### src/logic/mem_pkg.sv
// Memory port enum, request/response and store command structs, store geometry
package mem_pkg;

   // Store geometry
   localparam int MEM_AW    = 10;
   localparam int MEM_WORDS = 1 << MEM_AW;
   localparam int MEM_LAT   = 2;     // RAM read stage plus output stage
   localparam int WIN_AW    = 9;     // Each port window is 512 words
   localparam int VRAM_BASE = 512;   // Video window start word

   // Port bus widths
   localparam int ADDR_W    = 22;
   localparam int DATA_W    = 32;
   localparam int NUM_PORTS = 3;

   typedef enum logic [1:0] {
      port_sdram    = 2'd0,   // CPU main memory
      port_vram_cpu = 2'd1,   // CPU video memory
      port_vram_vga = 2'd2    // Display read, highest priority
   } mem_port_t;

   // Requester side, plain strobes
   typedef struct packed {
      logic              req;
      logic              write;
      logic [ADDR_W-1:0] addr;
      logic [DATA_W-1:0] wdata;
   } mem_req_t;

   typedef struct packed {
      logic              ready;   // Grant pulse
      logic              done;    // MEM_LAT+1 after ready
      logic [DATA_W-1:0] rdata;
   } mem_rsp_t;

   // Arbiter to store, tag rides along
   typedef struct packed {
      logic              en;
      logic              write;
      logic [MEM_AW-1:0] addr;
      logic [DATA_W-1:0] wdata;
      mem_port_t         tag;
   } store_cmd_t;

endpackage

### src/logic/mem_arbiter.sv
// Fixed-priority grant of three memory ports, store command register, tagged return routing
module mem_arbiter (
   input  logic                main_clk,
   input  logic                rst_n,
   input  logic                calib_done,
   input  mem_pkg::mem_req_t   sdram_req,
   input  mem_pkg::mem_req_t   vram_cpu_req,
   input  mem_pkg::mem_req_t   vram_vga_req,
   output mem_pkg::mem_rsp_t   sdram_rsp,
   output mem_pkg::mem_rsp_t   vram_cpu_rsp,
   output mem_pkg::mem_rsp_t   vram_vga_rsp,
   output mem_pkg::store_cmd_t cmd,
   input  logic [31:0]         rdata,
   input  mem_pkg::mem_port_t  rtag,
   input  logic                rvalid,
   output mem_pkg::mem_port_t  grant_port,
   output logic                grant
);

   localparam int NP = mem_pkg::NUM_PORTS;
   localparam int AW = mem_pkg::MEM_AW;

   mem_pkg::mem_req_t   req_a [NP];     // By port code
   logic [NP-1:0]       elig;
   mem_pkg::mem_port_t  pick_port;
   mem_pkg::store_cmd_t cmd_nxt;
   logic [NP-1:0]       done_q;
   logic [31:0]         rdata_q [NP];   // Last return per port

   // Port address to store word
   function automatic logic [AW-1:0] map_addr(input mem_pkg::mem_port_t port,
                                              input logic [mem_pkg::ADDR_W-1:0] addr);
      logic [AW-1:0] word;
      word = AW'(addr[mem_pkg::WIN_AW-1:0]);
      if (port != mem_pkg::port_sdram) begin
         word = word + AW'(mem_pkg::VRAM_BASE);   // Video window
      end
      return word;
   endfunction

   assign req_a[mem_pkg::port_sdram]    = sdram_req;
   assign req_a[mem_pkg::port_vram_cpu] = vram_cpu_req;
   assign req_a[mem_pkg::port_vram_vga] = vram_vga_req;

   //////////////////////////////
   // Grant
   //////////////////////////////

   always_comb begin
      for (int i = 0; i < NP; i++) begin
         // Port granted last cycle still shows req, skip it once
         elig[i] = req_a[i].req && calib_done &&
                   !(cmd.en && cmd.tag == mem_pkg::mem_port_t'(i));
      end
      pick_port = mem_pkg::port_sdram;
      if (elig[mem_pkg::port_vram_vga]) begin
         pick_port = mem_pkg::port_vram_vga;
      end else if (elig[mem_pkg::port_vram_cpu]) begin
         pick_port = mem_pkg::port_vram_cpu;
      end
      cmd_nxt.en    = |elig;
      cmd_nxt.write = req_a[pick_port].write && (pick_port != mem_pkg::port_vram_vga);
      cmd_nxt.addr  = map_addr(pick_port, req_a[pick_port].addr);
      cmd_nxt.wdata = req_a[pick_port].wdata;
      cmd_nxt.tag   = pick_port;
   end

   //////////////////////////////
   // Command and return registers
   //////////////////////////////

   always_ff @(posedge main_clk or negedge rst_n) begin
      if (!rst_n) begin
         cmd    <= '0;
         done_q <= '0;
      end else begin
         cmd <= cmd_nxt;
         for (int i = 0; i < NP; i++) begin
            done_q[i] <= rvalid && (rtag == mem_pkg::mem_port_t'(i));
         end
      end
   end

   always_ff @(posedge main_clk) begin
      if (rvalid) begin
         rdata_q[rtag] <= rdata;
      end
   end

   // Ready is the registered grant
   assign grant      = cmd.en;
   assign grant_port = cmd.tag;

   always_comb begin
      sdram_rsp.ready    = cmd.en && (cmd.tag == mem_pkg::port_sdram);
      sdram_rsp.done     = done_q[mem_pkg::port_sdram];
      sdram_rsp.rdata    = rdata_q[mem_pkg::port_sdram];
      vram_cpu_rsp.ready = cmd.en && (cmd.tag == mem_pkg::port_vram_cpu);
      vram_cpu_rsp.done  = done_q[mem_pkg::port_vram_cpu];
      vram_cpu_rsp.rdata = rdata_q[mem_pkg::port_vram_cpu];
      vram_vga_rsp.ready = cmd.en && (cmd.tag == mem_pkg::port_vram_vga);
      vram_vga_rsp.done  = done_q[mem_pkg::port_vram_vga];
      vram_vga_rsp.rdata = rdata_q[mem_pkg::port_vram_vga];
   end

endmodule

### config.mk
export PLATFORM = sky130hd
export DESIGN_NAME = mem_arbiter
export DESIGN_NICKNAME = d
export VERILOG_FILES = /design/src/logic/mem_pkg.sv /design/src/logic/mem_arbiter.sv
export SDC_FILE = /design/constraint.sdc
export NUM_CORES = 1
export LEC_CHECK = 0
export BUFFER_PORTS_ARGS = -buffer_cell sky130_fd_sc_hd__buf_2
export CORE_AREA = 2 2 137 139
export DETAILED_ROUTE_END_ITERATION = 16
export DIE_AREA = 0 0 139 141
export PLACE_DENSITY = 0.69
export SLEW_MARGIN = 20
export SYNTH_ARGS = -nofsm -noshare
export SYNTH_HDL_FRONTEND = slang
export SYNTH_SLANG_ARGS = --single-unit
### constraint.sdc
create_clock -name main_clk -period 2.03 [get_ports main_clk]
set_input_delay 0.406 -clock main_clk [delete_from_list [all_inputs] [get_ports main_clk]]
set_output_delay 0.406 -clock main_clk [all_outputs]
set_load 0.02 [all_outputs]
==> impl_metrics.csv <==
group,metric,value,unit
route,vias,3653,
sta,worst_slew_pin_slew,0.477,ns
floorplan,start_util,27.7,%
route,viasPerCell,4.35,
global_routing,antenna_found_initial,7,
setup_path,path_class,"reg2out",
logic_synthesis,ys_warn_count,0,
logic_synthesis,ys_types,24,
cells_and_area,final_cell_mix,"buf_2, edfxtp_1, dfrtp_1",
power_and_ir_drop,leakage,3.35,nW
route,drc_errors,0,
floorplan,core-area,18300,um^2
cells_and_area,final_common_cell,"buf_2",
route,ant_nets,0,
outcome,run_status,"finished clean",
clock_tree,clockBufferDepth,2,
clock_tree,cts.hold.buffers_added,1,
logic_synthesis,syn_inst,263,
logic_synthesis,synth-compound-area-share,9.38,%
sta,postLayoutSetupSlackWorst,0.297,ns
clock_tree,htreeDepth,4,
logic_synthesis,synth_area_per_cell,19.2,um^2
cells_and_area,drive_gt1_share,60.0,%
setup_path,worstSetupStartpointType,"flop",
logic_synthesis,yosysTopAreaCell,"edfxtp_1",
sta,setup_viol,0,
power_and_ir_drop,p_per_area,958,nW/um^2
logic_synthesis,yosysTopAreaCellShare,57.0,%
logic_synthesis,synth_top_family_by_area,"compound AO/OA/AOI/OAI gates",
logic_synthesis,synthTopCellsByArea,"edfxtp_1, dfrtp_1, a221o_1",
clock_tree,post_cts_resized,0,
setup_path,cp_cell_sequence,"nand3b_2, inv_1, buf_2",
logic_synthesis,yosys.area_share.simple,6.66,%
power_and_ir_drop,ir_drop,0.506,mV
setup_path,cp.required,1.62,ns
floorplan,placementRows,50,
clock_tree,clk_pin_slew,0.06,ns
place,place.gp.congestion,0.789,
setup_path,crit_fanout,5,
global_routing,grt_max_degree,44,
route,routedWlPerCell,16.8,um
logic_synthesis,synthAdderAreaFrac,0,%
sta,post-route-period-util,85.4,%
floorplan,ios,357,
cells_and_area,synthToLayoutAreaGrowth,48.5,%
setup_path,path_delay_family,"flip-flops",
setup_path,critPathCaptureType,"primary output",
logic_synthesis,syn_nets,469,
sta,max_slew_margin,68.2,%
setup_path,critPathArrivalTime,1.33,ns
clock_tree,cts_tree,"built",
floorplan,dieArea,19600,um^2
job,cap_violations,0,
place,dp_hpwl,10800,um
clock_tree,cts_setup_buffers,0,
cells_and_area,num-nets-final,797,
route,dr.pass1.iters,4,
sta,hold_viol,0,
global_routing,grt_pass1_wl,21200,um
clock_tree,cts_inserted_buffers,17,
sta,drv_slew,0,
global_routing,grt.overflow.total,0,
sta,grt_setup_unrepaired,"no",
setup_path,cp_slowest_stage_delay,0.42,ns
clock_tree,clk_latency,0.41,ns
hold_path,hp-class,"in2reg",
route,wirelength,14100,um
sta,fin_skew,0.00792,ns
floorplan,die_h,141,um
floorplan,fp.dieW,139,um
logic_synthesis,synthMuxAreaShare,0,%
place,io_buffers,316,
route,drtIter0Drc,146,
logic_synthesis,synth_seq_cells,145,
cells_and_area,fillers,1720,
logic_synthesis,synth-xor-area-share,0,%
logic_synthesis,synthesis.area,5060,um^2
global_routing,grt_usage,14.3,%
sta,fin_crit,1.73,ns
setup_path,critical-path-slowest-cell,"dfrtp_1",
sta,finalSetupTns,0,ns
logic_synthesis,ys_seq_area_share,81.3,%
sta,fmax,0.577,GHz
place,dp_slack,0.380,ns
setup_path,critPathBufInv,2,
clock_tree,clock-sinks,145,
clock_tree,ctsRootBufferMaster,"clkbuf_16",
global_routing,first_global_vias,3778,
## worst paths after layout
check	depth (start not counted)	slack [ns]	to	from
max reg2reg	5	0.35	cmd[20]	grant
min reg2reg	2	0.73	grant	grant_port[1]
max in group asynchronous	3	1.04	done_q[0]	rst_n
min in group asynchronous	2	0.46	cmd[36]	rst_n
min	1	0.20	rdata_q[1][2]	rdata[2]
max	3	0.30	vram_vga_rsp[33]	grant_port[0]
## report_power, final
part	total [mW]	switching (mW)	internal, mW
logic	0.903	0.545	0.358
registers	3.41	0.0510	3.36
clock network	2.88	1.28	1.60
## Yosys cell counts
cell and number:
buf_2 4, nand2_1 3, nand2b_1 1, a22o_1 1
a221o_1 41, buf_6 7, o21ai_0 1, inv_1 2
o21bai_2 1, edfxtp_1 96, nor3b_1 1, a21oi_1 1
buf_4 4, nand3_1 2, and2_2 2, and2_1 4
o21a_1 1, nand3b_2 1, and3b_1 1, o221ai_4 1
dfrtp_1 49, and2_0 35, and3_4 1, nor2_1 3
## final cells by class
cell class,instances,area [um^2],share of cell area (%)
multi-input combinational,101,837,11.2
inverter,2,7.51,0.100
timing repair buffer,324,1710,22.7
clock inverter,14,121,1.62
sequential,145,4110,54.7
tap,234,293,3.90
antenna,3,7.51,0.100
clock buffer,17,425,5.67
## layer usage
metal  global-route usage, %  share of wire [%]  routed length [um]  up-vias
met5                       0               0.33                  46        -
met4                    5.42                1.2                 176        6
met3                    6.86                 11                1530       17
met2                    23.8                 49                7000      220
met1                    16.0                 38                5400     1728
li1                        -                  -                   -     1682
## state kept, by name (all words and copies together) (netlist names)
signal and flops:
done_q 3, cmd 43, grant_port 2, grant 1, rdata_q 96
## cells by family after synthesis
kind of cell	count (synthesis)
buffers and inverters	17
AND/OR/NAND/NOR	54
flip-flops	145
AO/OA/AOI/OAI	47
## metrics by stage
step	area (um^2)	utilization, %	power, mW	std cells	hold WS, ns
floorplan	5070	-	3.93	263	0.110
global placement	6940	38.0	4.36	805	0.365
detailed placement	6940	38.0	4.39	805	0.375
global route	7510	41.1	7.50	840	0.177
finish	7510	41.1	7.19	840	0.201
CTS	7500	41.1	7.29	837	0.176
Power figures use the tool's default switching activity.
