$ cat config.mk
export PLATFORM = sky130hd
export DESIGN_NAME = support_seq
export DESIGN_NICKNAME = d
export VERILOG_FILES = /design/src/logic/board_pkg.sv /design/src/logic/support_seq.sv
export SDC_FILE = /design/constraint.sdc
export NUM_CORES = 1
export LEC_CHECK = 0
export BUFFER_PORTS_ARGS = -buffer_cell sky130_fd_sc_hd__buf_2
export CORE_AREA = 2 2 39 41
export DETAILED_ROUTE_END_ITERATION = 12
export DIE_AREA = 0 0 41 43
export GPL_ROUTABILITY_DRIVEN = 0
export GPL_TIMING_DRIVEN = 0
export PLACE_DENSITY = 0.5
export RECOVER_POWER = 100
export SLEW_MARGIN = 10
export SYNTH_ARGS = -nofsm -noshare
export SYNTH_HDL_FRONTEND = slang
export SYNTH_SLANG_ARGS = --single-unit
$ cat constraint.sdc
create_clock -name main_clk -period 1.5 [get_ports main_clk]
set_input_delay 0.3 -clock main_clk [delete_from_list [all_inputs] [get_ports main_clk]]
set_output_delay 0.3 -clock main_clk [all_outputs]
set_load 0.02 [all_outputs]
$ cat src/logic/board_pkg.sv
// Board control types: sequencer states, hold and debounce lengths, LED views
package board_pkg;

   //////////////////////////////
   // Support sequencer
   //////////////////////////////

   // Fixed codes, these show up on the LEDs
   typedef enum logic [2:0] {
      st_reset = 3'd0,   // Local reset held
      st_calib = 3'd1,   // Memory clearing
      st_boot  = 3'd2,   // One cycle boot pulse
      st_run   = 3'd3,
      st_halt  = 3'd4
   } seq_state_t;

   localparam int RESET_HOLD   = 8;   // Cycles in st_reset
   localparam int DEBOUNCE_LEN = 4;   // Cycles high for a press

   // Counter widths
   localparam int HOLD_W     = $clog2(RESET_HOLD + 1);
   localparam int DEBOUNCE_W = $clog2(DEBOUNCE_LEN + 1);

   //////////////////////////////
   // LED status
   //////////////////////////////

   // Switch selected view
   typedef enum logic [1:0] {
      view_state = 2'd0,
      view_count = 2'd1,
      view_addr  = 2'd2,
      view_data  = 2'd3
   } led_view_t;

   // State view layout, MSB first
   typedef struct packed {
      logic [10:0] zero_hi;      // Unused LEDs
      logic        calib_done;   // LED 4
      logic        zero_lo;      // LED 3
      seq_state_t  state;        // LEDs 2..0
   } led_state_view_t;

endpackage

$ cat src/logic/support_seq.sv
// Support state machine: reset hold, calibration wait, boot pulse, run and halt
module support_seq (
   input  logic                  main_clk,
   input  logic                  rst_n,
   input  logic                  hold_expired,
   input  logic                  press_r,
   input  logic                  press_h,
   input  logic                  calib_done,
   output logic                  hold_start,
   output logic                  dram_reset,
   output logic                  boot,
   output logic                  machrun,
   output logic                  halt,
   output board_pkg::seq_state_t state
);

   board_pkg::seq_state_t state_nxt;
   logic                  hold_armed;   // Countdown started for this stay in st_reset

   //////////////////////////////
   // Next state
   //////////////////////////////

   always_comb begin
      state_nxt = state;
      case (state)
         board_pkg::st_reset: begin
            // Only a countdown started in this stay counts
            if (hold_armed && hold_expired) begin
               state_nxt = board_pkg::st_calib;
            end
         end
         board_pkg::st_calib: begin
            if (calib_done) begin
               state_nxt = board_pkg::st_boot;
            end
         end
         board_pkg::st_boot: state_nxt = board_pkg::st_run;   // Single cycle
         board_pkg::st_run: begin
            if (press_h) begin
               state_nxt = board_pkg::st_halt;
            end
         end
         board_pkg::st_halt: begin
            if (press_h) begin
               state_nxt = board_pkg::st_run;
            end
         end
         default: state_nxt = board_pkg::st_reset;
      endcase
      if (press_r) begin
         state_nxt = board_pkg::st_reset;   // Wins from any state
      end
   end

   //////////////////////////////
   // State and hold tracking
   //////////////////////////////

   always_ff @(posedge main_clk or negedge rst_n) begin
      if (!rst_n) begin
         state      <= board_pkg::st_reset;
         hold_armed <= 1'b0;
      end else begin
         state      <= state_nxt;
         // Re-press inside st_reset restarts the hold
         hold_armed <= (state == board_pkg::st_reset) &&
                       (state_nxt == board_pkg::st_reset) && !press_r;
      end
   end

   // Outputs decoded from state
   assign hold_start = (state == board_pkg::st_reset) && !hold_armed;   // Entry pulse
   assign dram_reset = (state == board_pkg::st_reset);
   assign boot       = (state == board_pkg::st_boot);
   assign machrun    = (state == board_pkg::st_run);
   assign halt       = (state == board_pkg::st_halt);

endmodule

==> impl_metrics.prom <==
# TYPE chip_impl_metric gauge
chip_impl_metric{name="post-route-period-util",unit=""} 0.988
chip_impl_metric{name="numCtsBuffers",unit=""} 3
chip_impl_metric{name="clock_power_share",unit=""} 0.265
chip_impl_metric{name="leakagePower",unit="nW"} 0.233
chip_impl_metric{name="dpl-instance-area",unit="µm²"} 394
chip_impl_metric{name="route.antenna.remaining_nets",unit=""} 0
chip_impl_metric{name="clock_latency",unit="ns"} 0.23
chip_impl_metric{name="fillerInstances",unit=""} 161
chip_impl_metric{name="grt_max_degree",unit=""} 11
chip_impl_metric{name="synth_sequential_area_ratio",unit=""} 0.331
chip_impl_metric{name="via_count",unit=""} 276
chip_impl_metric{name="buffer_depth_of_the_longest_clock_path",unit=""} 2
chip_impl_metric{name="floorplan.io_pins",unit=""} 14
chip_impl_metric{name="layout.cells.non_filler",unit=""} 65
chip_impl_metric{name="post-route-cell-area",unit="µm²"} 452
chip_impl_metric{name="grt_pass1_wl",unit="µm"} 1150
chip_impl_metric{name="max_cap_viol_count",unit=""} 0
chip_impl_metric{name="global_route.usage.total",unit=""} 0.0990
chip_impl_metric{name="drv_slew",unit=""} 0
chip_impl_metric{name="fraction_of_synthesized_cell_area_taken_by_the_top_area_cell_type",unit=""} 0.331
chip_impl_metric{name="layout_net_count",unit=""} 57
chip_impl_metric{name="floorplan.die.height",unit="µm"} 43
chip_impl_metric{name="route.detailed.wl_per_inst",unit="µm"} 10.4
chip_impl_metric{name="p_seq_frac",unit=""} 0.273
chip_impl_metric{name="seqCellArea",unit="µm²"} 100
chip_impl_metric{name="tritoncts_num_sinks",unit=""} 4
chip_impl_metric{name="p_comb_frac",unit=""} 0.463
chip_impl_info{name="mostFrequentLayoutCell",value="sky130_fd_sc_hd__buf_2"} 1
chip_impl_metric{name="start_util",unit=""} 0.219
chip_impl_metric{name="die_area",unit="mm²"} 0.00176
chip_impl_metric{name="fin_skew",unit="ns"} 0.000691
chip_impl_metric{name="first_pass_iters",unit=""} 1
chip_impl_metric{name="ys_types",unit=""} 19
chip_impl_info{name="worst_setup_path_start_kind",value="flop"} 1
chip_impl_info{name="run_status",value="complete, no violations"} 1
chip_impl_metric{name="timing_worst_slew_pin_value",unit="ns"} 0.272
chip_impl_info{name="cts_tree",value="built"} 1
chip_impl_metric{name="cts.htree.levels",unit=""} 1
chip_impl_metric{name="p_per_area",unit="mW/mm²"} 1090
chip_impl_metric{name="area_delta_synth_final",unit="%"} 49.2
chip_impl_metric{name="layout.core_utilization",unit=""} 0.326
chip_impl_info{name="synth_area_leaders",value="sky130_fd_sc_hd__dfrtp_1 (33%), sky130_fd_sc_hd__nor3b_2 (8.3%), sky130_fd_sc_hd__nor3_2 (6.6%), sky130_fd_sc_hd__and3b_1 (5.8%), sky130_fd_sc_hd__a221oi_2 (5.0%)"} 1
chip_impl_metric{name="num_antenna_cells",unit=""} 0
chip_impl_info{name="synthDominantAreaCellType",value="sky130_fd_sc_hd__dfrtp_1"} 1
chip_impl_metric{name="netSwitchingPower",unit="mW"} 0.173
chip_impl_info{name="worstPathCellList",value="buf_6, nor4_2, buf_2"} 1
chip_impl_metric{name="seq_cells_post_synth",unit=""} 4
chip_impl_metric{name="multi_input_gate_area_in_the_final_layout",unit="µm²"} 176
chip_impl_metric{name="holdWs",unit="ns"} 0.269
chip_impl_metric{name="post_syn_area",unit="µm²"} 303
chip_impl_metric{name="cts.clk_slew.worst_paths",unit="ns"} 0.04
chip_impl_metric{name="finalWorstSetupSlack",unit="ns"} 0.0180
chip_impl_info{name="endpoint_kind",value="primary output"} 1
chip_impl_metric{name="max-vdd-ir-drop",unit="mV"} 0.430
chip_impl_metric{name="grt-ovfl-total",unit=""} 0
chip_impl_metric{name="grt_antenna_before_repair",unit=""} 0
chip_impl_metric{name="drtIter0Drc",unit=""} 0
chip_impl_info{name="timing.hold.worst.class",value="in -> reg"} 1
chip_impl_metric{name="internal-power",unit="mW"} 0.322
chip_impl_metric{name="place.detailed.instances",unit=""} 58
chip_impl_metric{name="fin_crit",unit="ns"} 1.48
chip_impl_metric{name="vias_per_cell",unit=""} 4.25
chip_impl_metric{name="drive_above_1_share",unit=""} 0.490
chip_impl_metric{name="synthCells",unit=""} 29
chip_impl_metric{name="synth_warnings",unit=""} 0
chip_impl_metric{name="maximum_operating_frequency",unit="MHz"} 675
chip_impl_metric{name="path_max_fanout",unit=""} 6
chip_impl_info{name="cpMaxStageDelayCell",value="sky130_fd_sc_hd__dfrtp_1"} 1
chip_impl_info{name="worst-setup-path-type",value="reg -> out"} 1
chip_impl_metric{name="r2r_slack",unit="ns"} 0.27
chip_impl_metric{name="finalSetupViolCount",unit=""} 0
chip_impl_metric{name="cp.arrival",unit="ns"} 1.18
chip_impl_metric{name="syn_nets",unit=""} 35
chip_impl_metric{name="syn_area_per_cell",unit="µm²"} 10.4
chip_impl_info{name="cts.root.buffer_cell",value="sky130_fd_sc_hd__clkbuf_4"} 1
chip_impl_metric{name="switching_share",unit=""} 0.349
chip_impl_info{name="layout_common_cells",value="sky130_fd_sc_hd__buf_2 (8), sky130_fd_sc_hd__buf_4 (5), sky130_fd_sc_hd__dfrtp_1 (4)"} 1
chip_impl_info{name="grt_setup_unrepaired",value="true"} 1
chip_impl_metric{name="coreArea",unit="mm²"} 0.00138
chip_impl_metric{name="wirelength",unit="µm"} 673
chip_impl_metric{name="number_of_global_route_vias_before_repair",unit=""} 283
chip_impl_metric{name="required",unit="ns"} 1.20
chip_impl_metric{name="drc",unit=""} 0
chip_impl_metric{name="io_buffers",unit=""} 13
chip_impl_metric{name="post-dp-hpwl",unit="µm"} 516
chip_impl_metric{name="number_of_hold_slack_violations_in_the_final_timing_report",unit=""} 0
chip_impl_metric{name="std_cell_rows",unit=""} 14
chip_impl_metric{name="preCtsSetupSlack",unit="ns"} 0.225
chip_impl_metric{name="cpPeakStageDelay",unit="ns"} 0.37
chip_impl_metric{name="relSlewSlack",unit=""} 0.818
chip_impl_metric{name="die_width",unit="µm"} 41
## path summary, 6_finish.rpt
path / from / to / depth (start not counted)
max: state[0] / hold_start / 3
max in group asynchronous: rst_n / state[1] / 2
min in group asynchronous: rst_n / state[0] / 2
min: press_r / state[1] / 2
min reg2reg: hold_armed / state[0] / 2
max reg2reg: state[0] / state[0] / 4
## cell families after synthesis
| logic type | share of synthesized area |
|---|---|
| simple gates | 0.422 |
| compound gates | 0.128 |
| flops | 0.331 |
| mux | 0.0331 |
| buf+inv | 0.0868 |
## synthesized netlist by cell type
master	count
sky130_fd_sc_hd__dfrtp_1	4
sky130_fd_sc_hd__nor2_1	3
sky130_fd_sc_hd__and3b_1	2
sky130_fd_sc_hd__buf_4	2
sky130_fd_sc_hd__nand2b_1	2
sky130_fd_sc_hd__nor3_2	2
sky130_fd_sc_hd__nor3b_2	2
sky130_fd_sc_hd__a21o_1	1
sky130_fd_sc_hd__a21oi_1	1
sky130_fd_sc_hd__a221oi_2	1
sky130_fd_sc_hd__a31oi_1	1
sky130_fd_sc_hd__and2b_1	1
sky130_fd_sc_hd__and4bb_1	1
sky130_fd_sc_hd__buf_6	1
sky130_fd_sc_hd__mux2i_1	1
sky130_fd_sc_hd__nand3b_1	1
sky130_fd_sc_hd__nor3b_1	1
sky130_fd_sc_hd__nor4_1	1
sky130_fd_sc_hd__o21ai_1	1
## power groups by stage
stage / clock, mW / combinational [mW] / sequential [mW]
4_1_cts: 0.142 / 0.238 / 0.135
2_1_floorplan: 0 / 0.146 / 0.147
3_5_place_dp: 0 / 0.216 / 0.136
3_3_place_gp: 0 / 0.217 / 0.136
6_report: 0.131 / 0.229 / 0.135
5_1_grt: 0.143 / 0.249 / 0.137
## per-stage QoR
step	setup TNS [ns]	power, mW
after floorplan	0	0.293
after global placement	0	0.354
after detailed placement	0	0.353
after CTS	-0.00973	0.514
after global routing	-0.0622	0.530
final	0	0.494
## sequential cells by signal, summed over array words and instances, names as in the netlist
name	count
state	3
hold_armed	1
## metal layers
metal	global-route usage	share of wire	up-vias	wire length (µm)
li1	-	-	146	-
met1	0.125	0.42	125	282
met2	0.141	0.53	5	357
met3	0.0157	0.049	0	33
met4	0.0800	0	0	0
met5	0	0	-	0
## layout make-up
| cell class | instances | area share |
|---|---|---|
| Buffer | 3 | 0.0748 |
| Clock buffer | 3 | 0.0499 |
| Timing Repair Buffer | 17 | 0.219 |
| Tap cell | 16 | 0.0443 |
| Multi-Input combinational cell | 22 | 0.391 |
| Sequential cell | 4 | 0.222 |
## worst max-delay path: cells and delay by family (launching register included)
kind / cells / cell delay [ns]
flip-flops: 1 / 0.37
AND/OR/NAND/NOR: 1 / 0.24
buffers and inverters: 2 / 0.34
## timing repair
action                                  CTS  global route
gates resized for setup                   2             2
pin swaps                                 0             0
endpoints found under the setup margin    2             4
endpoints found under the hold margin     4             0
hold buffers                              1             0
setup buffers                             2             1
No activity file was read; power rests on OpenSTA's default activity.
