**src/logic/board_pkg.sv**
```systemverilog
// Board control types: sequencer states, hold and debounce lengths, LED views
package board_pkg;

   //////////////////////////////
   // Support sequencer
   //////////////////////////////

   // Fixed codes, these show up on the LEDs
   typedef enum logic [2:0] {
      st_reset = 3'd0,   // Local reset held
      st_calib = 3'd1,   // Memory clearing
      st_boot  = 3'd2,   // One cycle boot pulse
      st_run   = 3'd3,
      st_halt  = 3'd4
   } seq_state_t;

   localparam int RESET_HOLD   = 8;   // Cycles in st_reset
   localparam int DEBOUNCE_LEN = 4;   // Cycles high for a press

   // Counter widths
   localparam int HOLD_W     = $clog2(RESET_HOLD + 1);
   localparam int DEBOUNCE_W = $clog2(DEBOUNCE_LEN + 1);

   //////////////////////////////
   // LED status
   //////////////////////////////

   // Switch selected view
   typedef enum logic [1:0] {
      view_state = 2'd0,
      view_count = 2'd1,
      view_addr  = 2'd2,
      view_data  = 2'd3
   } led_view_t;

   // State view layout, MSB first
   typedef struct packed {
      logic [10:0] zero_hi;      // Unused LEDs
      logic        calib_done;   // LED 4
      logic        zero_lo;      // LED 3
      seq_state_t  state;        // LEDs 2..0
   } led_state_view_t;

endpackage

```
**src/logic/support_timer.sv**
```systemverilog
// Reset hold countdown and debounce counters for the reset and halt buttons
module support_timer (
   input  logic main_clk,
   input  logic rst_n,
   input  logic hold_start,
   output logic hold_expired,
   input  logic button_r,
   input  logic button_h,
   output logic press_r,
   output logic press_h
);

   localparam int HW = board_pkg::HOLD_W;
   localparam int DW = board_pkg::DEBOUNCE_W;

   logic [HW-1:0] hold_cnt;      // Cycles left, zero when idle
   logic [1:0]    btn_meta;      // Bit 0 reset button, bit 1 halt button
   logic [1:0]    btn_sync;
   logic [DW-1:0] deb_cnt [2];   // Saturates at DEBOUNCE_LEN
   logic [1:0]    press_q;

   //////////////////////////////
   // Reset hold
   //////////////////////////////

   always_ff @(posedge main_clk or negedge rst_n) begin
      if (!rst_n) begin
         hold_cnt <= '0;
      end else if (hold_start) begin
         hold_cnt <= HW'(board_pkg::RESET_HOLD - 1);   // Start cycle counts as one
      end else if (hold_cnt != '0) begin
         hold_cnt <= hold_cnt - 1'b1;
      end
   end

   assign hold_expired = (hold_cnt == HW'(1));   // Last hold cycle

   //////////////////////////////
   // Button debounce
   //////////////////////////////

   always_ff @(posedge main_clk or negedge rst_n) begin
      if (!rst_n) begin
         btn_meta <= '0;
         btn_sync <= '0;
         press_q  <= '0;
         for (int i = 0; i < 2; i++) begin
            deb_cnt[i] <= '0;
         end
      end else begin
         btn_meta <= {button_h, button_r};   // Buttons are asynchronous
         btn_sync <= btn_meta;
         for (int i = 0; i < 2; i++) begin
            press_q[i] <= 1'b0;
            if (!btn_sync[i]) begin
               deb_cnt[i] <= '0;             // Release unlocks
            end else if (deb_cnt[i] != DW'(board_pkg::DEBOUNCE_LEN)) begin
               deb_cnt[i] <= deb_cnt[i] + 1'b1;
               // Fires once, on the step into saturation
               press_q[i] <= (deb_cnt[i] == DW'(board_pkg::DEBOUNCE_LEN - 1));
            end
         end
      end
   end

   assign press_r = press_q[0];
   assign press_h = press_q[1];

endmodule

```
**config.mk**
```make
export PLATFORM = sky130hd
export DESIGN_NAME = support_timer
export DESIGN_NICKNAME = d
export VERILOG_FILES = /design/src/logic/board_pkg.sv /design/src/logic/support_timer.sv
export SDC_FILE = /design/constraint.sdc
export NUM_CORES = 1
export LEC_CHECK = 0
export BUFFER_PORTS_ARGS = -buffer_cell sky130_fd_sc_hd__buf_2
export CAP_MARGIN = 10
export CORE_UTILIZATION = 55
export CTS_CLUSTER_SIZE = 20
export DETAILED_ROUTE_END_ITERATION = 16
export PLACE_DENSITY = 0.75
export SLEW_MARGIN = 15
export SYNTH_ARGS = -nofsm -noshare
export SYNTH_HDL_FRONTEND = slang
export SYNTH_SLANG_ARGS = --single-unit
```
**constraint.sdc**
```tcl
create_clock -name main_clk -period 2 [get_ports main_clk]
set_input_delay 0.1 -clock main_clk [delete_from_list [all_inputs] [get_ports main_clk]]
set_output_delay 0.1 -clock main_clk [all_outputs]
set_load 0.05 [all_outputs]
```
==> results.sh, run 1 <==
export IMPL_period_needed_ps=1500
export IMPL_syn_nets=81
export IMPL_rr_startpoint="hold_cnt[0]"
export IMPL_drtAntennaViolNets=0
export IMPL_rsz0062_at_grt="no"
export IMPL_layout_drive_gt1_share_pct=17.3
export IMPL_drc=0
export IMPL_syn_area_sq_um=782
export IMPL_power_leakage_nw=0.451
export IMPL_initial_core_util_pct=59.4
export IMPL_antenna_cells=0
export IMPL_cts_tree="yes"
export IMPL_vias=483
export IMPL_power_density_nw_per_um2=889
export IMPL_finalWeightedCongestion=0.689
export IMPL_met3_usage_pct=3.41
export IMPL_tightest_slew_ps=349
export IMPL_clock_skew_ps=2.32
export IMPL_hp_class="input pin to register"
export IMPL_fmax_mhz=665
export IMPL_setup_tns_ps=0
export IMPL_die_h_um=39.7
export IMPL_clkTransAtPathRegs_ps=90
export IMPL_min_from="hold_start"
export IMPL_num_rows=13
export IMPL_synthCells=67
export IMPL_wire_per_inst_um=11.1
export IMPL_crit_path_start="hold_cnt[1]"
export IMPL_cts_made_buffers=3
export IMPL_ys_seq_elements=16
export IMPL_top_usage_layer="met2"
export IMPL_n_fill_cell=102
export IMPL_vdd_drop_max_mv=0.487
export IMPL_wl_um=1070
export IMPL_cts_max_level=1
export IMPL_grt_pass1_wl_um=1660
export IMPL_die_w_um=39.7
export IMPL_slew_violations=0
export IMPL_synth_top_area_share_pct=51.2
export IMPL_io_buffers=7
export IMPL_synth_most_common_cell="dfrtp_1"
export IMPL_cp_end_kind="output pin"
export IMPL_core_area_sq_um=1320
export IMPL_setup_viol=0
export IMPL_ys_types=18
export IMPL_gr_usage_met2_pct=27.9
export IMPL_synth_area_leaders="dfrtp_1, ha_1, and3_1"
export IMPL_clock_path_buffers=2
export IMPL_cap_violations=0
export IMPL_required_ps=1900
export IMPL_routed_via_density=5.03
export IMPL_finalHoldViolCount=0
export IMPL_final_nets=96
export IMPL_synth_top_area_cell="dfrtp_1"
export IMPL_arrival_ps=1400
export IMPL_root_buffer="clkbuf_4"
export IMPL_ys_seq_area_share_pct=51.2
export IMPL_grt_antenna_before_repair=0
export IMPL_crit_type="register to output pin"
export IMPL_area_growth_pct=15.4
export IMPL_die_area_sq_um=1580
export IMPL_grt_max_degree=17
export IMPL_synth_ff_type="dfrtp_1"
export IMPL_yosys_top_cells_count="dfrtp_1, ha_1, inv_1, and3_1, nor2b_1"
export IMPL_dp_hpwl_um=782
export IMPL_clock_latency_ps=280
export IMPL_final_util_pct=68.5
export IMPL_firstDrtPassIters=3
export IMPL_track_usage_pct=16.7
export IMPL_synth_enable_flop_cells=0
export IMPL_avgSynthCellArea_sq_um=11.7
export IMPL_drtIter0Drc=4
export IMPL_grt_pass1_vias=424
export IMPL_postCtsSetupBuffers=0
export IMPL_status="completed"
export IMPL_worst_path_max_fanout=3
export IMPL_finalCritPeriodShare_pct=75.1
export IMPL_cts_sinks=16
export IMPL_ctsHoldBuffers=3
export IMPL_grt_ovfl_total=0
export IMPL_ys_warn_count=0
export IMPL_synth_async_reset_ratio_pct=100
export IMPL_met1_usage_pct=19.1
export IMPL_ioPinCount=8
export IMPL_start_kind="register"
export IMPL_slew_headroom_pct=76.7
export IMPL_ctsResizeCount=0
[sequential cells by signal (all words and copies together), names as in the netlist]
register  flops
btn_sync      2
deb_cnt       6
press_q       2
hold_cnt      4
btn_meta      2
[area by class of cell]
cell class / instances / area (sq um) / area share (%)
multi-input cells: 43 / 352 / 39.0
flip-flops and latches: 16 / 400 / 44.4
inverters: 8 / 30.0 / 3.33
clock buffers: 4 / 36.3 / 4.02
repair buffers: 10 / 65.1 / 7.21
well taps: 15 / 18.8 / 2.08
[worst max-delay path, stage by stage (launching register included)]
cell,delay [ps]
dfrtp_1,410
inv_1,110
ha_1,150
nor3b_1,170
buf_2,290
[cell families (layout without fill, tap and decap cells)]
group | count (synthesis) | after routing | share of synthesized area, %
fa+ha+maj | 9 | 9 | 14.4
mux | 3 | 3 | 4.48
simple gates | 20 | 20 | 16.0
compound gates | 11 | 11 | 10.1
buf+inv | 8 | 22 | 3.84
flops | 16 | 16 | 51.2
[cell usage in the layout (no fill, tap or decap)]
master,synthesis,routed
buf_2,0,7
nor3b_2,1,1
inv_1,8,8
a21oi_1,2,2
ha_1,9,9
nor3b_1,1,1
nor2b_1,5,5
mux2_4,1,1
and3_1,6,6
nor2_1,2,2
dlygate4sd3_1,0,3
nor3_1,1,1
mux2i_1,2,2
nand2b_1,1,1
a21boi_0,4,4
clkbuf_8,0,1
nand2_1,2,2
clkbuf_4,0,3
dfrtp_1,16,16
o21a_1,4,4
nor3_2,1,1
a211o_1,1,1
[power breakdown]
group          leakage [nW]  internal (mW)  switching [mW]
sequential            0.197          0.371          0.0435
clock                0.0210          0.111          0.0979
combinational         0.234         0.0847          0.0945
total                 0.451          0.567           0.236
[final timing paths]
check,to,slack [ps],cells past startpoint
worst min-delay path,hold_cnt[2],100,2
min in group asynchronous,press_q[0],250,2
max in group asynchronous,hold_cnt[3],1500,2
worst max register to register,hold_cnt[1],740,4
worst max-delay path,hold_expired,500,4
worst min register to register,btn_sync[1],360,0
[layer usage]
metal	share of wire [%]	wire length, um	vias up
li1	-	-	252
met1	51	544	223
met2	46	487	6
met3	2.4	26	2
met4	0.75	8	0
met5	0	0	-
[stage by stage]
stage,power [mW],instances,instance area [sq um],worst slack (ps),hold slack (ps)
2_1_floorplan,0.549,67,782,149,-196
3_3_place_gp,0.589,89,836,801,19.5
3_5_place_dp,0.601,89,836,727,32.8
4_1_cts,0.816,96,902,497,90.8
5_1_grt,0.866,96,902,396,103
6_report,0.802,96,902,497,101
(Power assumes the default switching activity.)
==> run 2: changes to the inputs <==
==> constraint.sdc (replaced) <==
create_clock -name main_clk -period 1.55 [get_ports main_clk]
set_input_delay 0.0775 -clock main_clk [delete_from_list [all_inputs] [get_ports main_clk]]
set_output_delay 0.0775 -clock main_clk [all_outputs]
set_load 0.05 [all_outputs]
==> results.sh, run 2 (synthesis results as in run 1) <==
export IMPL_status="completed"
export IMPL_whs_path_depth=2
export IMPL_wire_per_inst_um=11.3
export IMPL_tightest_slew_ps=345
export IMPL_clock_skew_ps=4.12
export IMPL_required_ps=1470
export IMPL_setup_viol=0
export IMPL_regMostFlops="deb_cnt"
export IMPL_initial_core_util_pct=59.4
export IMPL_die_w_um=39.7
export IMPL_mostFrequentLayoutCell="dfrtp_1"
export IMPL_cap_violations=0
export IMPL_rr_startpoint="hold_cnt[0]"
export IMPL_vias=500
export IMPL_worst_path_max_fanout=3
export IMPL_period_needed_ps=1410
export IMPL_num_rows=13
export IMPL_die_area_sq_um=1580
export IMPL_start_kind="register"
export IMPL_min_to="hold_cnt[2]"
export IMPL_ctsResizeCount=0
export IMPL_track_usage_pct=18.5
export IMPL_largest_reg_flops=6
export IMPL_cts_sinks=16
export IMPL_n_fill_cell=109
export IMPL_top_regs="deb_cnt x6, hold_cnt x4"
export IMPL_finalWeightedCongestion=0.631
export IMPL_vdd_drop_max_mv=0.742
export IMPL_power_density_nw_per_um2=1140
export IMPL_fmax_mhz=709
export IMPL_core_area_sq_um=1320
export IMPL_die_h_um=39.7
export IMPL_io_buffers=7
export IMPL_finalHoldViolCount=0
export IMPL_max_stage_delay_ps=400
export IMPL_finalCritPeriodShare_pct=91.0
export IMPL_cts_max_level=1
export IMPL_firstDrtPassIters=2
export IMPL_drtAntennaViolNets=0
export IMPL_rsz0062_at_grt="no"
export IMPL_routed_via_density=5.21
export IMPL_worst_r2r_cell_count=4
export IMPL_cp_end_kind="output pin"
export IMPL_setup_tns_ps=0
export IMPL_cp_slowest_cell="dfrtp_1"
export IMPL_crit_type="register to output pin"
export IMPL_arrival_ps=1330
export IMPL_grt_pass1_wl_um=1690
export IMPL_final_nets=96
export IMPL_cts_tree="yes"
export IMPL_antenna_cells=0
export IMPL_clkTransAtPathRegs_ps=90
export IMPL_root_buffer="clkbuf_4"
export IMPL_layout_drive_gt1_share_pct=18.5
export IMPL_cts_made_buffers=3
export IMPL_clock_latency_ps=280
export IMPL_grt_ovfl_total=0
export IMPL_power_leakage_nw=0.452
export IMPL_area_growth_pct=16.0
export IMPL_cp_cell_sequence="inv_1 > ha_1 > nor3b_2 > buf_2"
export IMPL_slew_violations=0
export IMPL_dp_hpwl_um=823
export IMPL_finalPower_mw=1.04
export IMPL_grt_pass1_vias=408
export IMPL_wl_um=1080
export IMPL_min_from="hold_start"
export IMPL_timing_rr_end="hold_cnt[1]"
export IMPL_ioPinCount=8
export IMPL_crit_path_start="hold_cnt[1]"
export IMPL_grt_max_degree=17
export IMPL_final_util_pct=68.9
export IMPL_layout_common_cells="dfrtp_1, ha_1, inv_1"
export IMPL_clock_path_buffers=2
export IMPL_grt_antenna_before_repair=0
export IMPL_hp_class="input pin to register"
export IMPL_slew_headroom_pct=77.0
export IMPL_regToRegSetupSlack_ps=290
export IMPL_cp_num_buf_inv=2
export IMPL_drtIter0Drc=3
export IMPL_drc=0
export IMPL_cp_top_family="flip-flops"
==> run 2: changes by cell type in the layout (fill, tap and decap cells not counted) <==
cell,previous run,this run
nor3b_1,1,0
nor3b_2,1,2
==> run 2: power breakdown <==
| group | switching, mW | leakage, nW | internal [mW] |
|---|---|---|---|
| Sequential | 0.0597 | 0.197 | 0.479 |
| Clock | 0.122 | 0.0210 | 0.143 |
| Combinational | 0.123 | 0.234 | 0.110 |
| Total | 0.304 | 0.452 | 0.732 |
==> run 2: through the flow <==
| step | hold WS, ps | cells | worst slack [ps] | instance area [sq um] |
|---|---|---|---|---|
| floorplan | -218 | 67 | 222 | 787 |
| global route | 82.4 | 96 | 51.7 | 907 |
| detailed placement | 6.16 | 89 | 300 | 841 |
| global placement | 4.52 | 89 | 347 | 841 |
| CTS | 75.7 | 96 | 113 | 907 |
| finish | 80.3 | 96 | 139 | 907 |
==> run 2: worst reg2reg max path, cell delays in order (launching register included) <==
cell and delay (ps):
dfrtp_1 440, inv_1 110, ha_1 190, nor3b_2 250, mux2i_1 200
==> run 2: worst max path at each step <==
stage               depth (start not counted)            to  slack, ps
finish                                      4  hold_expired        140
detailed placement                          4   hold_cnt[2]        300
CTS                                         4  hold_expired        110
global placement                            4   hold_cnt[2]        350
global route                                4  hold_expired         50
floorplan                                   3  hold_expired        220
==> run 2: layout make-up <==
cell class | count | area [sq um] | area share, %
sequential | 16 | 400 | 44.1
multi-input combinational | 43 | 357 | 39.3
clock buffer | 4 | 36.3 | 4.00
timing repair buffer | 10 | 65.1 | 7.17
inverter | 8 | 30.0 | 3.31
tap | 15 | 18.8 | 2.07
==> run 2: repair_timing <==
| action | in CTS | in global routing |
|---|---|---|
| setup buffers | 0 | 0 |
| endpoints found under the hold margin | 18 | 0 |
| hold buffers | 3 | 0 |
==> run 2: layer usage <==
metal | up-vias | global-route usage (%) | wire, um | part of all wire [%]
li1 | 254 | - | - | -
met1 | 231 | 21.3 | 509 | 47
met2 | 11 | 26.6 | 500 | 46
met3 | 4 | 10.2 | 52 | 4.8
met4 | 0 | 10.3 | 21 | 1.9
met5 | - | 0 | 0 | 0
