**config.mk**
```make
export PLATFORM = sky130hd
export DESIGN_NAME = led_status
export DESIGN_NICKNAME = d
export VERILOG_FILES = /design/src/logic/board_pkg.sv /design/src/logic/mem_pkg.sv /design/src/logic/led_status.sv
export SDC_FILE = /design/constraint.sdc
export NUM_CORES = 1
export LEC_CHECK = 0
export BUFFER_PORTS_ARGS = -buffer_cell sky130_fd_sc_hd__buf_2
export CORE_MARGIN = 2
export CORE_UTILIZATION = 33
export DETAILED_ROUTE_END_ITERATION = 10
export GPL_TIMING_DRIVEN = 0
export PLACE_DENSITY = 0.52
export SKIP_CTS_REPAIR_TIMING = 1
export SLEW_MARGIN = 15
export SYNTH_ARGS = -nofsm -noshare
export SYNTH_HDL_FRONTEND = slang
export SYNTH_SLANG_ARGS = --single-unit
```
**constraint.sdc**
```tcl
create_clock -name main_clk -period 5.5 [get_ports main_clk]
set_clock_uncertainty 0.15 [all_clocks]
set_input_delay 0.825 -clock main_clk [delete_from_list [all_inputs] [get_ports main_clk]]
set_output_delay 0.825 -clock main_clk [all_outputs]
set_load 0.02 [all_outputs]
```
**src/logic/board_pkg.sv**
```systemverilog
// Board control types: sequencer states, hold and debounce lengths, LED views
package board_pkg;

   //////////////////////////////
   // Support sequencer
   //////////////////////////////

   // Fixed codes, these show up on the LEDs
   typedef enum logic [2:0] {
      st_reset = 3'd0,   // Local reset held
      st_calib = 3'd1,   // Memory clearing
      st_boot  = 3'd2,   // One cycle boot pulse
      st_run   = 3'd3,
      st_halt  = 3'd4
   } seq_state_t;

   localparam int RESET_HOLD   = 8;   // Cycles in st_reset
   localparam int DEBOUNCE_LEN = 4;   // Cycles high for a press

   // Counter widths
   localparam int HOLD_W     = $clog2(RESET_HOLD + 1);
   localparam int DEBOUNCE_W = $clog2(DEBOUNCE_LEN + 1);

   //////////////////////////////
   // LED status
   //////////////////////////////

   // Switch selected view
   typedef enum logic [1:0] {
      view_state = 2'd0,
      view_count = 2'd1,
      view_addr  = 2'd2,
      view_data  = 2'd3
   } led_view_t;

   // State view layout, MSB first
   typedef struct packed {
      logic [10:0] zero_hi;      // Unused LEDs
      logic        calib_done;   // LED 4
      logic        zero_lo;      // LED 3
      seq_state_t  state;        // LEDs 2..0
   } led_state_view_t;

endpackage

```
**src/logic/mem_pkg.sv**
```systemverilog
// Memory port enum, request/response and store command structs, store geometry
package mem_pkg;

   // Store geometry
   localparam int MEM_AW    = 10;
   localparam int MEM_WORDS = 1 << MEM_AW;
   localparam int MEM_LAT   = 2;     // RAM read stage plus output stage
   localparam int WIN_AW    = 9;     // Each port window is 512 words
   localparam int VRAM_BASE = 512;   // Video window start word

   // Port bus widths
   localparam int ADDR_W    = 22;
   localparam int DATA_W    = 32;
   localparam int NUM_PORTS = 3;

   typedef enum logic [1:0] {
      port_sdram    = 2'd0,   // CPU main memory
      port_vram_cpu = 2'd1,   // CPU video memory
      port_vram_vga = 2'd2    // Display read, highest priority
   } mem_port_t;

   // Requester side, plain strobes
   typedef struct packed {
      logic              req;
      logic              write;
      logic [ADDR_W-1:0] addr;
      logic [DATA_W-1:0] wdata;
   } mem_req_t;

   typedef struct packed {
      logic              ready;   // Grant pulse
      logic              done;    // MEM_LAT+1 after ready
      logic [DATA_W-1:0] rdata;
   } mem_rsp_t;

   // Arbiter to store, tag rides along
   typedef struct packed {
      logic              en;
      logic              write;
      logic [MEM_AW-1:0] addr;
      logic [DATA_W-1:0] wdata;
      mem_port_t         tag;
   } store_cmd_t;

endpackage

```
**src/logic/led_status.sv**
```systemverilog
// LED status: per-port grant counters, last access registers, switch-selected LED word
module led_status (
   input  logic                  main_clk,
   input  logic                  rst_n,
   input  board_pkg::led_view_t  switch,
   input  board_pkg::seq_state_t state,
   input  logic                  calib_done,
   input  logic                  grant,
   input  mem_pkg::mem_port_t    grant_port,
   input  mem_pkg::store_cmd_t   cmd,
   input  logic [31:0]           done_data,
   input  logic                  done_any,
   output logic [15:0]           led
);

   localparam int NP = mem_pkg::NUM_PORTS;

   logic [15:0]                 port_cnt [NP];   // Grants per port, wrapping
   logic [15:0]                 total_cnt;
   logic [mem_pkg::MEM_AW-1:0]  last_addr;       // Store word of last grant
   logic [15:0]                 last_data;
   board_pkg::led_state_view_t  st_view;

   always_ff @(posedge main_clk or negedge rst_n) begin
      if (!rst_n) begin
         last_addr <= '0;
         last_data <= '0;
         for (int i = 0; i < NP; i++) begin
            port_cnt[i] <= '0;
         end
      end else begin
         for (int i = 0; i < NP; i++) begin
            if (grant && grant_port == mem_pkg::mem_port_t'(i)) begin
               port_cnt[i] <= port_cnt[i] + 1'b1;
            end
         end
         if (grant) last_addr <= cmd.addr;
         if (done_any) last_data <= done_data[15:0];   // Low half only shown
      end
   end

   assign total_cnt = port_cnt[0] + port_cnt[1] + port_cnt[2];

   // View select
   always_comb begin
      st_view            = '0;
      st_view.calib_done = calib_done;
      st_view.state      = state;
      case (switch)
         board_pkg::view_state: led = st_view;
         board_pkg::view_count: led = total_cnt;
         board_pkg::view_addr:  led = 16'(last_addr);
         board_pkg::view_data:  led = last_data;
         default:               led = '0;
      endcase
   end

endmodule

```
==> results_dict.tcl, run 1 <==
set metrics [dict create \
    first_pass_iters 4 \
    rr_worst_depth 6 \
    floorplan.rows 41 \
    cts_tree "done" \
    timing.critical_path.from_type "flip-flop" \
    wl_per_cell_um 14.6 \
    syn-num-nets 507 \
    ys.warnings.count 0 \
    initial_utilization_pct 34.0 \
    place.gp.congestion 0.822 \
    antenna_found_initial 0 \
    hpwl_mm 7.14 \
    synth-edff-count 0 \
    synth.area.top_cells "dfrtp_1 (43%), xnor2_1 (8.5%), mux2_2 (7.8%), fa_1 (7.4%), ha_1 (4.9%)" \
    nets 570 \
    yosys-top-cells-count "dfrtp_1 (74), xnor2_1 (42), nand2_1 (37)" \
    p_leak_nw 2.37 \
    cap_violations 0 \
    irDropWorstVdd_mv 0.183 \
    fmax_ghz 0.235 \
    grt_pass1_vias 3147 \
    drc 0 \
    tns_ps 0 \
    setup_viol 0 \
    critical-path-top-delay-family "adder cells" \
    min_period_ps 4250 \
    synth_cell_types 44 \
    io_buffers 51 \
    clk_pin_slew_ps 50 \
    antenna-diode-count 0 \
    clk_latency_ps 340 \
    final_max_slew_viol_count 0 \
    die_h_um 118 \
    cts_sinks 74 \
    fin_hold_ws_ps 280 \
    synthCells 384 \
    worst_pin_slew_ps 648 \
    ys_seq_area_share_pct 42.8 \
    grt_overflow_total 0 \
    hold_viol_final 0 \
    die_w_um 118 \
    cp_data_required_time_ps 4530 \
    via_per_inst 4.79 \
    rsz0062_at_grt "no" \
    clockBufferDepth 2 \
    powerDensity_nw_per_um2 380 \
    synth.avg_cell_area_um2 11.3 \
    via_count 2979 \
    min_path_type "input port to async pin" \
    max_stage_delay_ps 480 \
    synth-async-reset-ratio_pct 100 \
    crit_chain "inv_1, fa_1, inv_1, ha_1, inv_1, fa_1, nand2b_1, a21oi_1, a211oi_2, o21bai_2, nand3_1, a221o_1, buf_2" \
    ant_nets 0 \
    synth_seq_cells 74 \
    die_area_um2 14000 \
    post-route-period-util_pct 77.3 \
    drtIter0Drc 84 \
    final.setup.worst_slack_ps 1250 \
    grt_max_degree 45 \
    run_status "finished clean" \
    root_buffer "clkbuf_16" \
    core-area_um2 12700 \
    routed_wl_mm 9.09 \
    track_usage_pct 14.1 \
    num_io_pins 106 \
    synth_flop_cell "dfrtp_1" \
    yosysTopAreaCellShare_pct 42.8 \
    critical_path.most_common_cell "inv_1" \
    cp-end-kind "primary output" \
    path_buf_inv 4 \
    post-place-ws_ps 1560 \
    path_class "flip-flop to primary output" \
    netlist_area_um2 4320 \
    area_growth_pct 18.7 \
    layout-drive-gt1-share_pct 23.8 \
    fin_total_pwr_mw 1.95 \
    cts_buffers 9 \
    maxSlewHeadroom_pct 56.8 \
    critPathSlowestCell "fa_1" \
    cts_max_level 3 \
    cp_data_arrival_time_ps 3270 \
    synth_top_area_cell "dfrtp_1" \
    worst-path-stages 13 \
    synth.most_common_cell "dfrtp_1" \
    cp_max_fo 6 \
    grt_pass1_wl_mm 15.8 \
]
==> per-layer routing <==
metal / wire length (µm) / vias to the layer above / track usage [%]
li1: - / 1479 / -
met5: 0 / - / 0
met2: 4100 / 47 / 22.1
met4: 223 / 0 / 7.37
met1: 4500 / 1440 / 19.1
met3: 267 / 13 / 1.54
==> metrics by stage <==
step / instance area [µm²] / util (%) / cells
final: 5130 / 40.3 / 622
after floorplan: 4320 / - / 384
after detailed placement: 4820 / 37.9 / 608
after global placement: 4790 / 37.7 / 607
after global routing: 5130 / 40.3 / 622
after CTS: 5130 / 40.3 / 622
==> state kept, by name, summed over array words and instances (netlist names) <==
name	count
last_addr	10
port_cnt	48
last_data	16
==> power by group <==
group | total, mW | switching (mW) | internal, mW
clock network | 0.624 | 0.220 | 0.404
logic | 0.627 | 0.334 | 0.293
registers | 0.700 | 0.0842 | 0.616
==> kinds of logic (layout without fill, tap and decap cells) <==
logic type,count (synthesis),in the layout,share of synthesized area [%]
and+or+nand+nor,117,117,14.0
DFF,74,74,42.8
xor gates and xnor gates,57,57,11.5
AOI/OAI and AO/OA,46,46,7.29
muxes,34,34,9.90
adders and majority gates,33,33,12.3
buffers and inverters,23,89,2.08
==> cells in the final DEF (no fill, tap or decap), types with 2 or more instances in the layout <==
cell | Yosys | layout
a21oi_1 | 14 | 14
a221o_1 | 3 | 3
a31oi_1 | 4 | 4
and2_1 | 3 | 3
and2b_1 | 2 | 2
and3_1 | 14 | 14
and4_1 | 4 | 4
buf_1 | 2 | 2
buf_2 | 3 | 53
bufinv_16 | 0 | 2
clkbuf_1 | 8 | 9
clkbuf_16 | 0 | 9
dfrtp_1 | 74 | 74
fa_1 | 16 | 16
ha_1 | 17 | 17
inv_1 | 10 | 10
mux2_2 | 30 | 30
mux4_2 | 4 | 4
nand2_1 | 37 | 37
nand2b_1 | 7 | 7
nand3_1 | 22 | 22
nand4_1 | 10 | 10
nor2_1 | 10 | 10
nor2b_1 | 3 | 3
o21ai_0 | 11 | 11
xnor2_1 | 42 | 42
xor2_1 | 15 | 15
==> path summary, 6_finish.rpt <==
path                           endpoint          from  slack (ps)
setup / recovery                led[15]   port_cnt[1]        1250
hold reg to reg            port_cnt[31]  port_cnt[31]         350
max in group asynchronous  port_cnt[14]         rst_n        4360
hold / removal             port_cnt[17]         rst_n         280
setup reg to reg           port_cnt[47]  port_cnt[36]        3630
min in group main_clk      port_cnt[31]  port_cnt[31]         350
==> cell type report <==
cell class,count,area (µm²)
sequential,74,1850
clock buffer,11,243
fill,1246,7590
inverter,10,37.5
clock inverter,3,65.1
buffer,13,52.6
multi-input combinational,287,2380
timing repair buffer,52,285
tap,172,215
No activity file was read; power rests on OpenSTA's default activity.
==> run 2, diff against run 1 <==
--- a/config.mk
+++ b/config.mk
@@ -5,12 +5,13 @@
 export SDC_FILE = /design/constraint.sdc
 export NUM_CORES = 1
 export LEC_CHECK = 0
+export ABC_AREA = 1
 export BUFFER_PORTS_ARGS = -buffer_cell sky130_fd_sc_hd__buf_2
 export CORE_MARGIN = 2
 export CORE_UTILIZATION = 33
 export DETAILED_ROUTE_END_ITERATION = 10
 export GPL_TIMING_DRIVEN = 0
-export PLACE_DENSITY = 0.52
+export PLACE_DENSITY = 0.51
 export SKIP_CTS_REPAIR_TIMING = 1
 export SLEW_MARGIN = 15
 export SYNTH_ARGS = -nofsm -noshare
==> constraint.sdc (replaced) <==
create_clock -name main_clk -period 4 [get_ports main_clk]
set_clock_uncertainty 0.15 [all_clocks]
set_input_delay 0.6 -clock main_clk [delete_from_list [all_inputs] [get_ports main_clk]]
set_output_delay 0.6 -clock main_clk [all_outputs]
set_load 0.02 [all_outputs]
==> results_dict.tcl, run 2 <==
set metrics [dict create \
    first_pass_iters 4 \
    grt_busiest_layer "met2" \
    routed_wl_mm 10.9 \
    min_period_ps 3590 \
    yosys-top-cells-count "nand2_1 (197), inv_1 (88), dfrtp_1 (74)" \
    grt_overflow_total 0 \
    post-place-ws_ps 793 \
    ant_nets 0 \
    path_class "flip-flop to primary output" \
    rsz0062_at_grt "no" \
    die_h_um 125 \
    maxSlewHeadroom_pct 66.4 \
    regMostFlops "port_cnt" \
    synth.area.top_cells "dfrtp_1 (38%), nand2_1 (15%), inv_1 (6.8%), fa_1 (6.6%), ha_1 (4.4%)" \
    cp_data_required_time_ps 3250 \
    layout_commonest_cell "nand2_1" \
    synthCells 603 \
    root_buffer "clkbuf_16" \
    tns_ps 0 \
    cts_max_level 3 \
    num_io_pins 106 \
    use_met2_pct 23.7 \
    yosysTopAreaCellShare_pct 38.0 \
    cts_sinks 74 \
    irDropWorstVdd_mv 0.274 \
    hold_viol_final 0 \
    run_status "finished clean" \
    layout-drive-gt1-share_pct 17.0 \
    nets 790 \
    synth_top_area_cell "dfrtp_1" \
    cap_violations 0 \
    rr_worst_depth 7 \
    core-area_um2 14500 \
    wl_per_cell_um 12.8 \
    clk_latency_ps 340 \
    via_count 3851 \
    area_growth_pct 17.7 \
    worst_pin_slew_ps 504 \
    grt_pass1_wl_mm 18.9 \
    initial_utilization_pct 33.6 \
    setup_viol 0 \
    clockBufferDepth 2 \
    via_per_inst 4.50 \
    die_w_um 125 \
    cts_tree "done" \
    p_leak_nw 3.04 \
    critPathCapture "led[11]" \
    place.gp.congestion 0.823 \
    syn-num-nets 726 \
    fmax_ghz 0.279 \
    rrSetupSlack_ps 2300 \
    die_area_um2 15700 \
    grtUsageMet1_pct 21.0 \
    ys_seq_area_share_pct 38.0 \
    cts_buffers 9 \
    cp-end-kind "primary output" \
    mostFrequentLayoutCells "nand2_1 (197), inv_1 (88), dfrtp_1 (74)" \
    grtUsageMet3_pct 3.00 \
    timing.critical_path.from_type "flip-flop" \
    post-route-period-util_pct 89.6 \
    drc 0 \
    powerDensity_nw_per_um2 509 \
    synth-edff-count 0 \
    final.setup.worst_slack_ps 414 \
    drtIter0Drc 251 \
    clk_pin_slew_ps 60 \
    ys.warnings.count 0 \
    synth_seq_cells 74 \
    min_path_type "input port to async pin" \
    cp_data_arrival_time_ps 2840 \
    reg_top3 "port_cnt (48), last_data (16), last_addr (10)" \
    synth-async-reset-ratio_pct 100 \
    synth.avg_cell_area_um2 8.07 \
    antenna_found_initial 0 \
    grt_pass1_vias 3814 \
    netlist_area_um2 4870 \
    cp_max_fo 4 \
    io_buffers 52 \
    rr_startpoint "port_cnt[34]" \
    largest_reg_flops 48 \
    track_usage_pct 15.0 \
    antenna-diode-count 0 \
    synth_cell_types 34 \
    hpwl_mm 8.71 \
    final_max_slew_viol_count 0 \
    synth.most_common_cell "nand2_1" \
    fin_hold_ws_ps 17.7 \
    synth_flop_cell "dfrtp_1" \
    critPathLaunch "port_cnt[1]" \
    grt_max_degree 52 \
    r2r_end "port_cnt[45]" \
    floorplan.rows 44 \
]
==> run 2: cell types whose count changed after synthesis, moves of 6 or more <==
cell	before	now
o21ai_0	11	17
nor2_1	10	31
nand2b_1	7	0
nor2_4	0	9
nand2_2	0	8
inv_1	10	88
nand3_1	22	38
nand2_1	37	197
mux2_2	30	10
nor3_1	1	7
and3_1	14	0
xnor2_1	42	18
==> run 2: report_power, final <==
part	internal (mW)	total, mW	switching [mW]
logic	0.395	1.01	0.614
clock network	0.596	0.920	0.324
registers	0.857	0.987	0.131
==> run 2: critical path, stage by stage, from the launching register on <==
cell      delay, ps
dfrtp_1         360
inv_1            80
fa_1            480
inv_1            70
ha_1            190
inv_1            60
fa_1            400
inv_1           100
nand2_1          60
nand3_1         180
nand2_1         100
nand3b_1         90
nand3_1          80
nand2_1          80
buf_2           160
==> run 2: worst min path at each step <==
| stage | cells after the start | end |
|---|---|---|
| after detailed placement | 2 | last_addr[2] |
| after global routing | 1 | port_cnt[44] |
| after CTS | 1 | port_cnt[15] |
| after floorplan | 0 | last_addr[0] |
| final | 1 | port_cnt[15] |
| after global placement | 2 | last_addr[6] |
==> run 2: layout make-up <==
type | count | area (µm²)
clock buffer | 12 | 267
clock inverter | 4 | 72.6
fill | 1487 | 8750
tap | 184 | 230
multi-input combinational | 432 | 2640
buffer | 5 | 26.3
sequential | 74 | 1850
timing repair buffer | 53 | 290
inverter | 92 | 347
==> run 2: logic make-up after synthesis <==
| logic type | share of synthesized area (%) |
|---|---|
| adders and majority gates | 10.9 |
| AOI/OAI and AO/OA | 4.14 |
| and+or+nand+nor | 29.7 |
| DFF | 38.0 |
| muxes | 2.31 |
| xor gates and xnor gates | 7.17 |
| buffers and inverters | 7.66 |
==> run 2: per-layer routing <==
| metal | up-vias | share of wire (%) |
|---|---|---|
| met5 | - | 0 |
| met4 | 0 | 1.3 |
| met3 | 8 | 3.6 |
| met2 | 60 | 46 |
| met1 | 1773 | 49 |
| li1 | 2010 | - |
==> run 2: metrics by stage <==
| step | cells | cell area (µm²) | util (%) | power (mW) |
|---|---|---|---|---|
| 5_1_grt | 856 | 5730 | 39.6 | 3.17 |
| 3_3_place_gp | 839 | 5360 | 37.0 | 2.01 |
| 3_5_place_dp | 840 | 5390 | 37.2 | 2.02 |
| 4_1_cts | 856 | 5730 | 39.6 | 2.97 |
| 2_1_floorplan | 603 | 4870 | - | 1.70 |
| 6_report | 856 | 5730 | 39.6 | 2.92 |
==> run 3, diff against run 2 <==
--- a/config.mk
+++ b/config.mk
@@ -7,11 +7,13 @@
 export LEC_CHECK = 0
 export ABC_AREA = 1
 export BUFFER_PORTS_ARGS = -buffer_cell sky130_fd_sc_hd__buf_2
+export CELL_PAD_IN_SITES_DETAIL_PLACEMENT = 1
+export CELL_PAD_IN_SITES_GLOBAL_PLACEMENT = 1
 export CORE_MARGIN = 2
 export CORE_UTILIZATION = 33
 export DETAILED_ROUTE_END_ITERATION = 10
 export GPL_TIMING_DRIVEN = 0
-export PLACE_DENSITY = 0.51
+export PLACE_DENSITY = 0.66
 export SKIP_CTS_REPAIR_TIMING = 1
 export SLEW_MARGIN = 15
 export SYNTH_ARGS = -nofsm -noshare
==> results_dict.tcl, run 3 (synthesized netlist as in run 2, its figures left out) <==
set metrics [dict create \
    path_class "flip-flop to primary output" \
    root_buffer "clkbuf_16" \
    clk_pin_slew_ps 60 \
    cts_tree "done" \
    powerDensity_nw_per_um2 503 \
    grt_max_degree 58 \
    initial_utilization_pct 33.6 \
    die_area_um2 15700 \
    fmax_ghz 0.271 \
    floorplan.rows 44 \
    drtIter0Drc 110 \
    cap_violations 0 \
    mostFrequentLayoutCells "nand2_1 (197), inv_1 (88), dfrtp_1 (74)" \
    nets 791 \
    regMostFlops "port_cnt" \
    track_usage_pct 17.3 \
    largest_reg_flops 48 \
    grt_pass1_wl_mm 21.8 \
    rr_startpoint "port_cnt[34]" \
    io_buffers 52 \
    grt_pass1_vias 4487 \
    p_leak_nw 3.02 \
    antenna_found_initial 0 \
    tns_ps 0 \
    cp_data_required_time_ps 3250 \
    maxSlewHeadroom_pct 64.8 \
    layout_commonest_cell "nand2_1" \
    cp_data_arrival_time_ps 2940 \
    via_count 4081 \
    first_pass_iters 4 \
    fin_total_pwr_mw 2.86 \
    antenna-diode-count 0 \
    hpwl_mm 10.1 \
    cp_max_fo 4 \
    cts_sinks 74 \
    die_w_um 125 \
    fill_cells 1774 \
    rsz0062_at_grt "no" \
    die_h_um 125 \
    place.gp.congestion 0.835 \
    final_max_slew_viol_count 0 \
    hp-start "cmd[40]" \
    drc 0 \
    run_status "finished clean" \
    ant_nets 0 \
    min_path_type "input port to flip-flop" \
    irDropWorstVdd_mv 0.197 \
    grtUsageMet1_pct 21.5 \
    critPathLaunch "port_cnt[1]" \
    num_io_pins 106 \
    use_met2_pct 30.0 \
    grt_busiest_layer "met2" \
    timing.critical_path.from_type "flip-flop" \
    post-route-period-util_pct 92.2 \
    wl_per_cell_um 14.6 \
    grtUsageMet3_pct 3.04 \
    cp-end-kind "primary output" \
    worst_pin_slew_ps 528 \
    grt_overflow_total 0 \
    min_period_ps 3690 \
    layout-drive-gt1-share_pct 16.9 \
    reg_top3 "port_cnt (48), last_data (16), last_addr (10)" \
    area_growth_pct 16.9 \
    clk_latency_ps 350 \
    via_per_inst 4.76 \
    hold_viol_final 0 \
    routed_wl_mm 12.5 \
    core-area_um2 14500 \
    cts_max_level 3 \
    cts_buffers 9 \
    setup_viol 0 \
    clockBufferDepth 2 \
]
-- run 3: changes by cell type in the layout (fill, tap and decap cells not counted), sizes merged --
cell	change
bufinv	-2
dlygate4sd3	+1
clkinvlp	+1
clkinv	+1
-- run 3: per-stage QoR --
stage	hold slack [ps]	area (µm²)	setup WS, ps	util, %	instances
after global placement	312	5360	777	37.0	839
after global routing	316	5690	119	39.3	857
after CTS	-30.1	5680	316	39.2	856
final	300	5690	313	39.3	857
after detailed placement	317	5390	708	37.2	840
after floorplan	154	4870	1120	-	603
-- run 3: final timing paths --
| path | slack [ps] | depth (start not counted) | end |
|---|---|---|---|
| hold / removal | 300 | 3 | last_addr[6] |
| max in group asynchronous | 2600 | 3 | port_cnt[47] |
| setup reg to reg | 2320 | 7 | port_cnt[45] |
| hold reg to reg | 330 | 2 | last_addr[2] |
| setup / recovery | 310 | 14 | led[15] |
| min in group asynchronous | 520 | 2 | last_data[5] |
-- run 3: where the power goes --
part	internal [mW]	leakage (nW)	total, mW	switching, mW
clock	0.469	0.141	0.813	0.344
combinational	0.402	1.94	1.05	0.648
sequential	0.856	0.938	0.996	0.140
total	1.73	3.02	2.86	1.13
-- run 3: metal layers --
metal	part of all wire [%]	up-vias
li1	-	2008
met1	46	2003
met2	49	52
met3	2.8	18
met4	2.3	0
met5	0	-
-- run 3: worst max-delay path, stage by stage (launching register included) --
cell	delay, ps
dfrtp_1	390
inv_1	90
fa_1	480
inv_1	70
ha_1	190
inv_1	70
fa_1	400
inv_1	110
nand2_1	70
nand3_1	170
nand2_1	110
nand3_1	100
nand3_1	90
nand2_1	90
buf_2	160
-- run 3: final cells by class --
class | count | area, µm² | share of cell area [%]
Clock buffer | 12 | 267 | 4.68
Buffer | 5 | 26.3 | 0.462
Multi-Input combinational cell | 432 | 2640 | 46.5
Timing Repair Buffer | 54 | 300 | 5.28
Sequential cell | 74 | 1850 | 32.5
Clock inverter | 4 | 25.0 | 0.440
Inverter | 92 | 347 | 6.09
Tap cell | 184 | 230 | 4.05
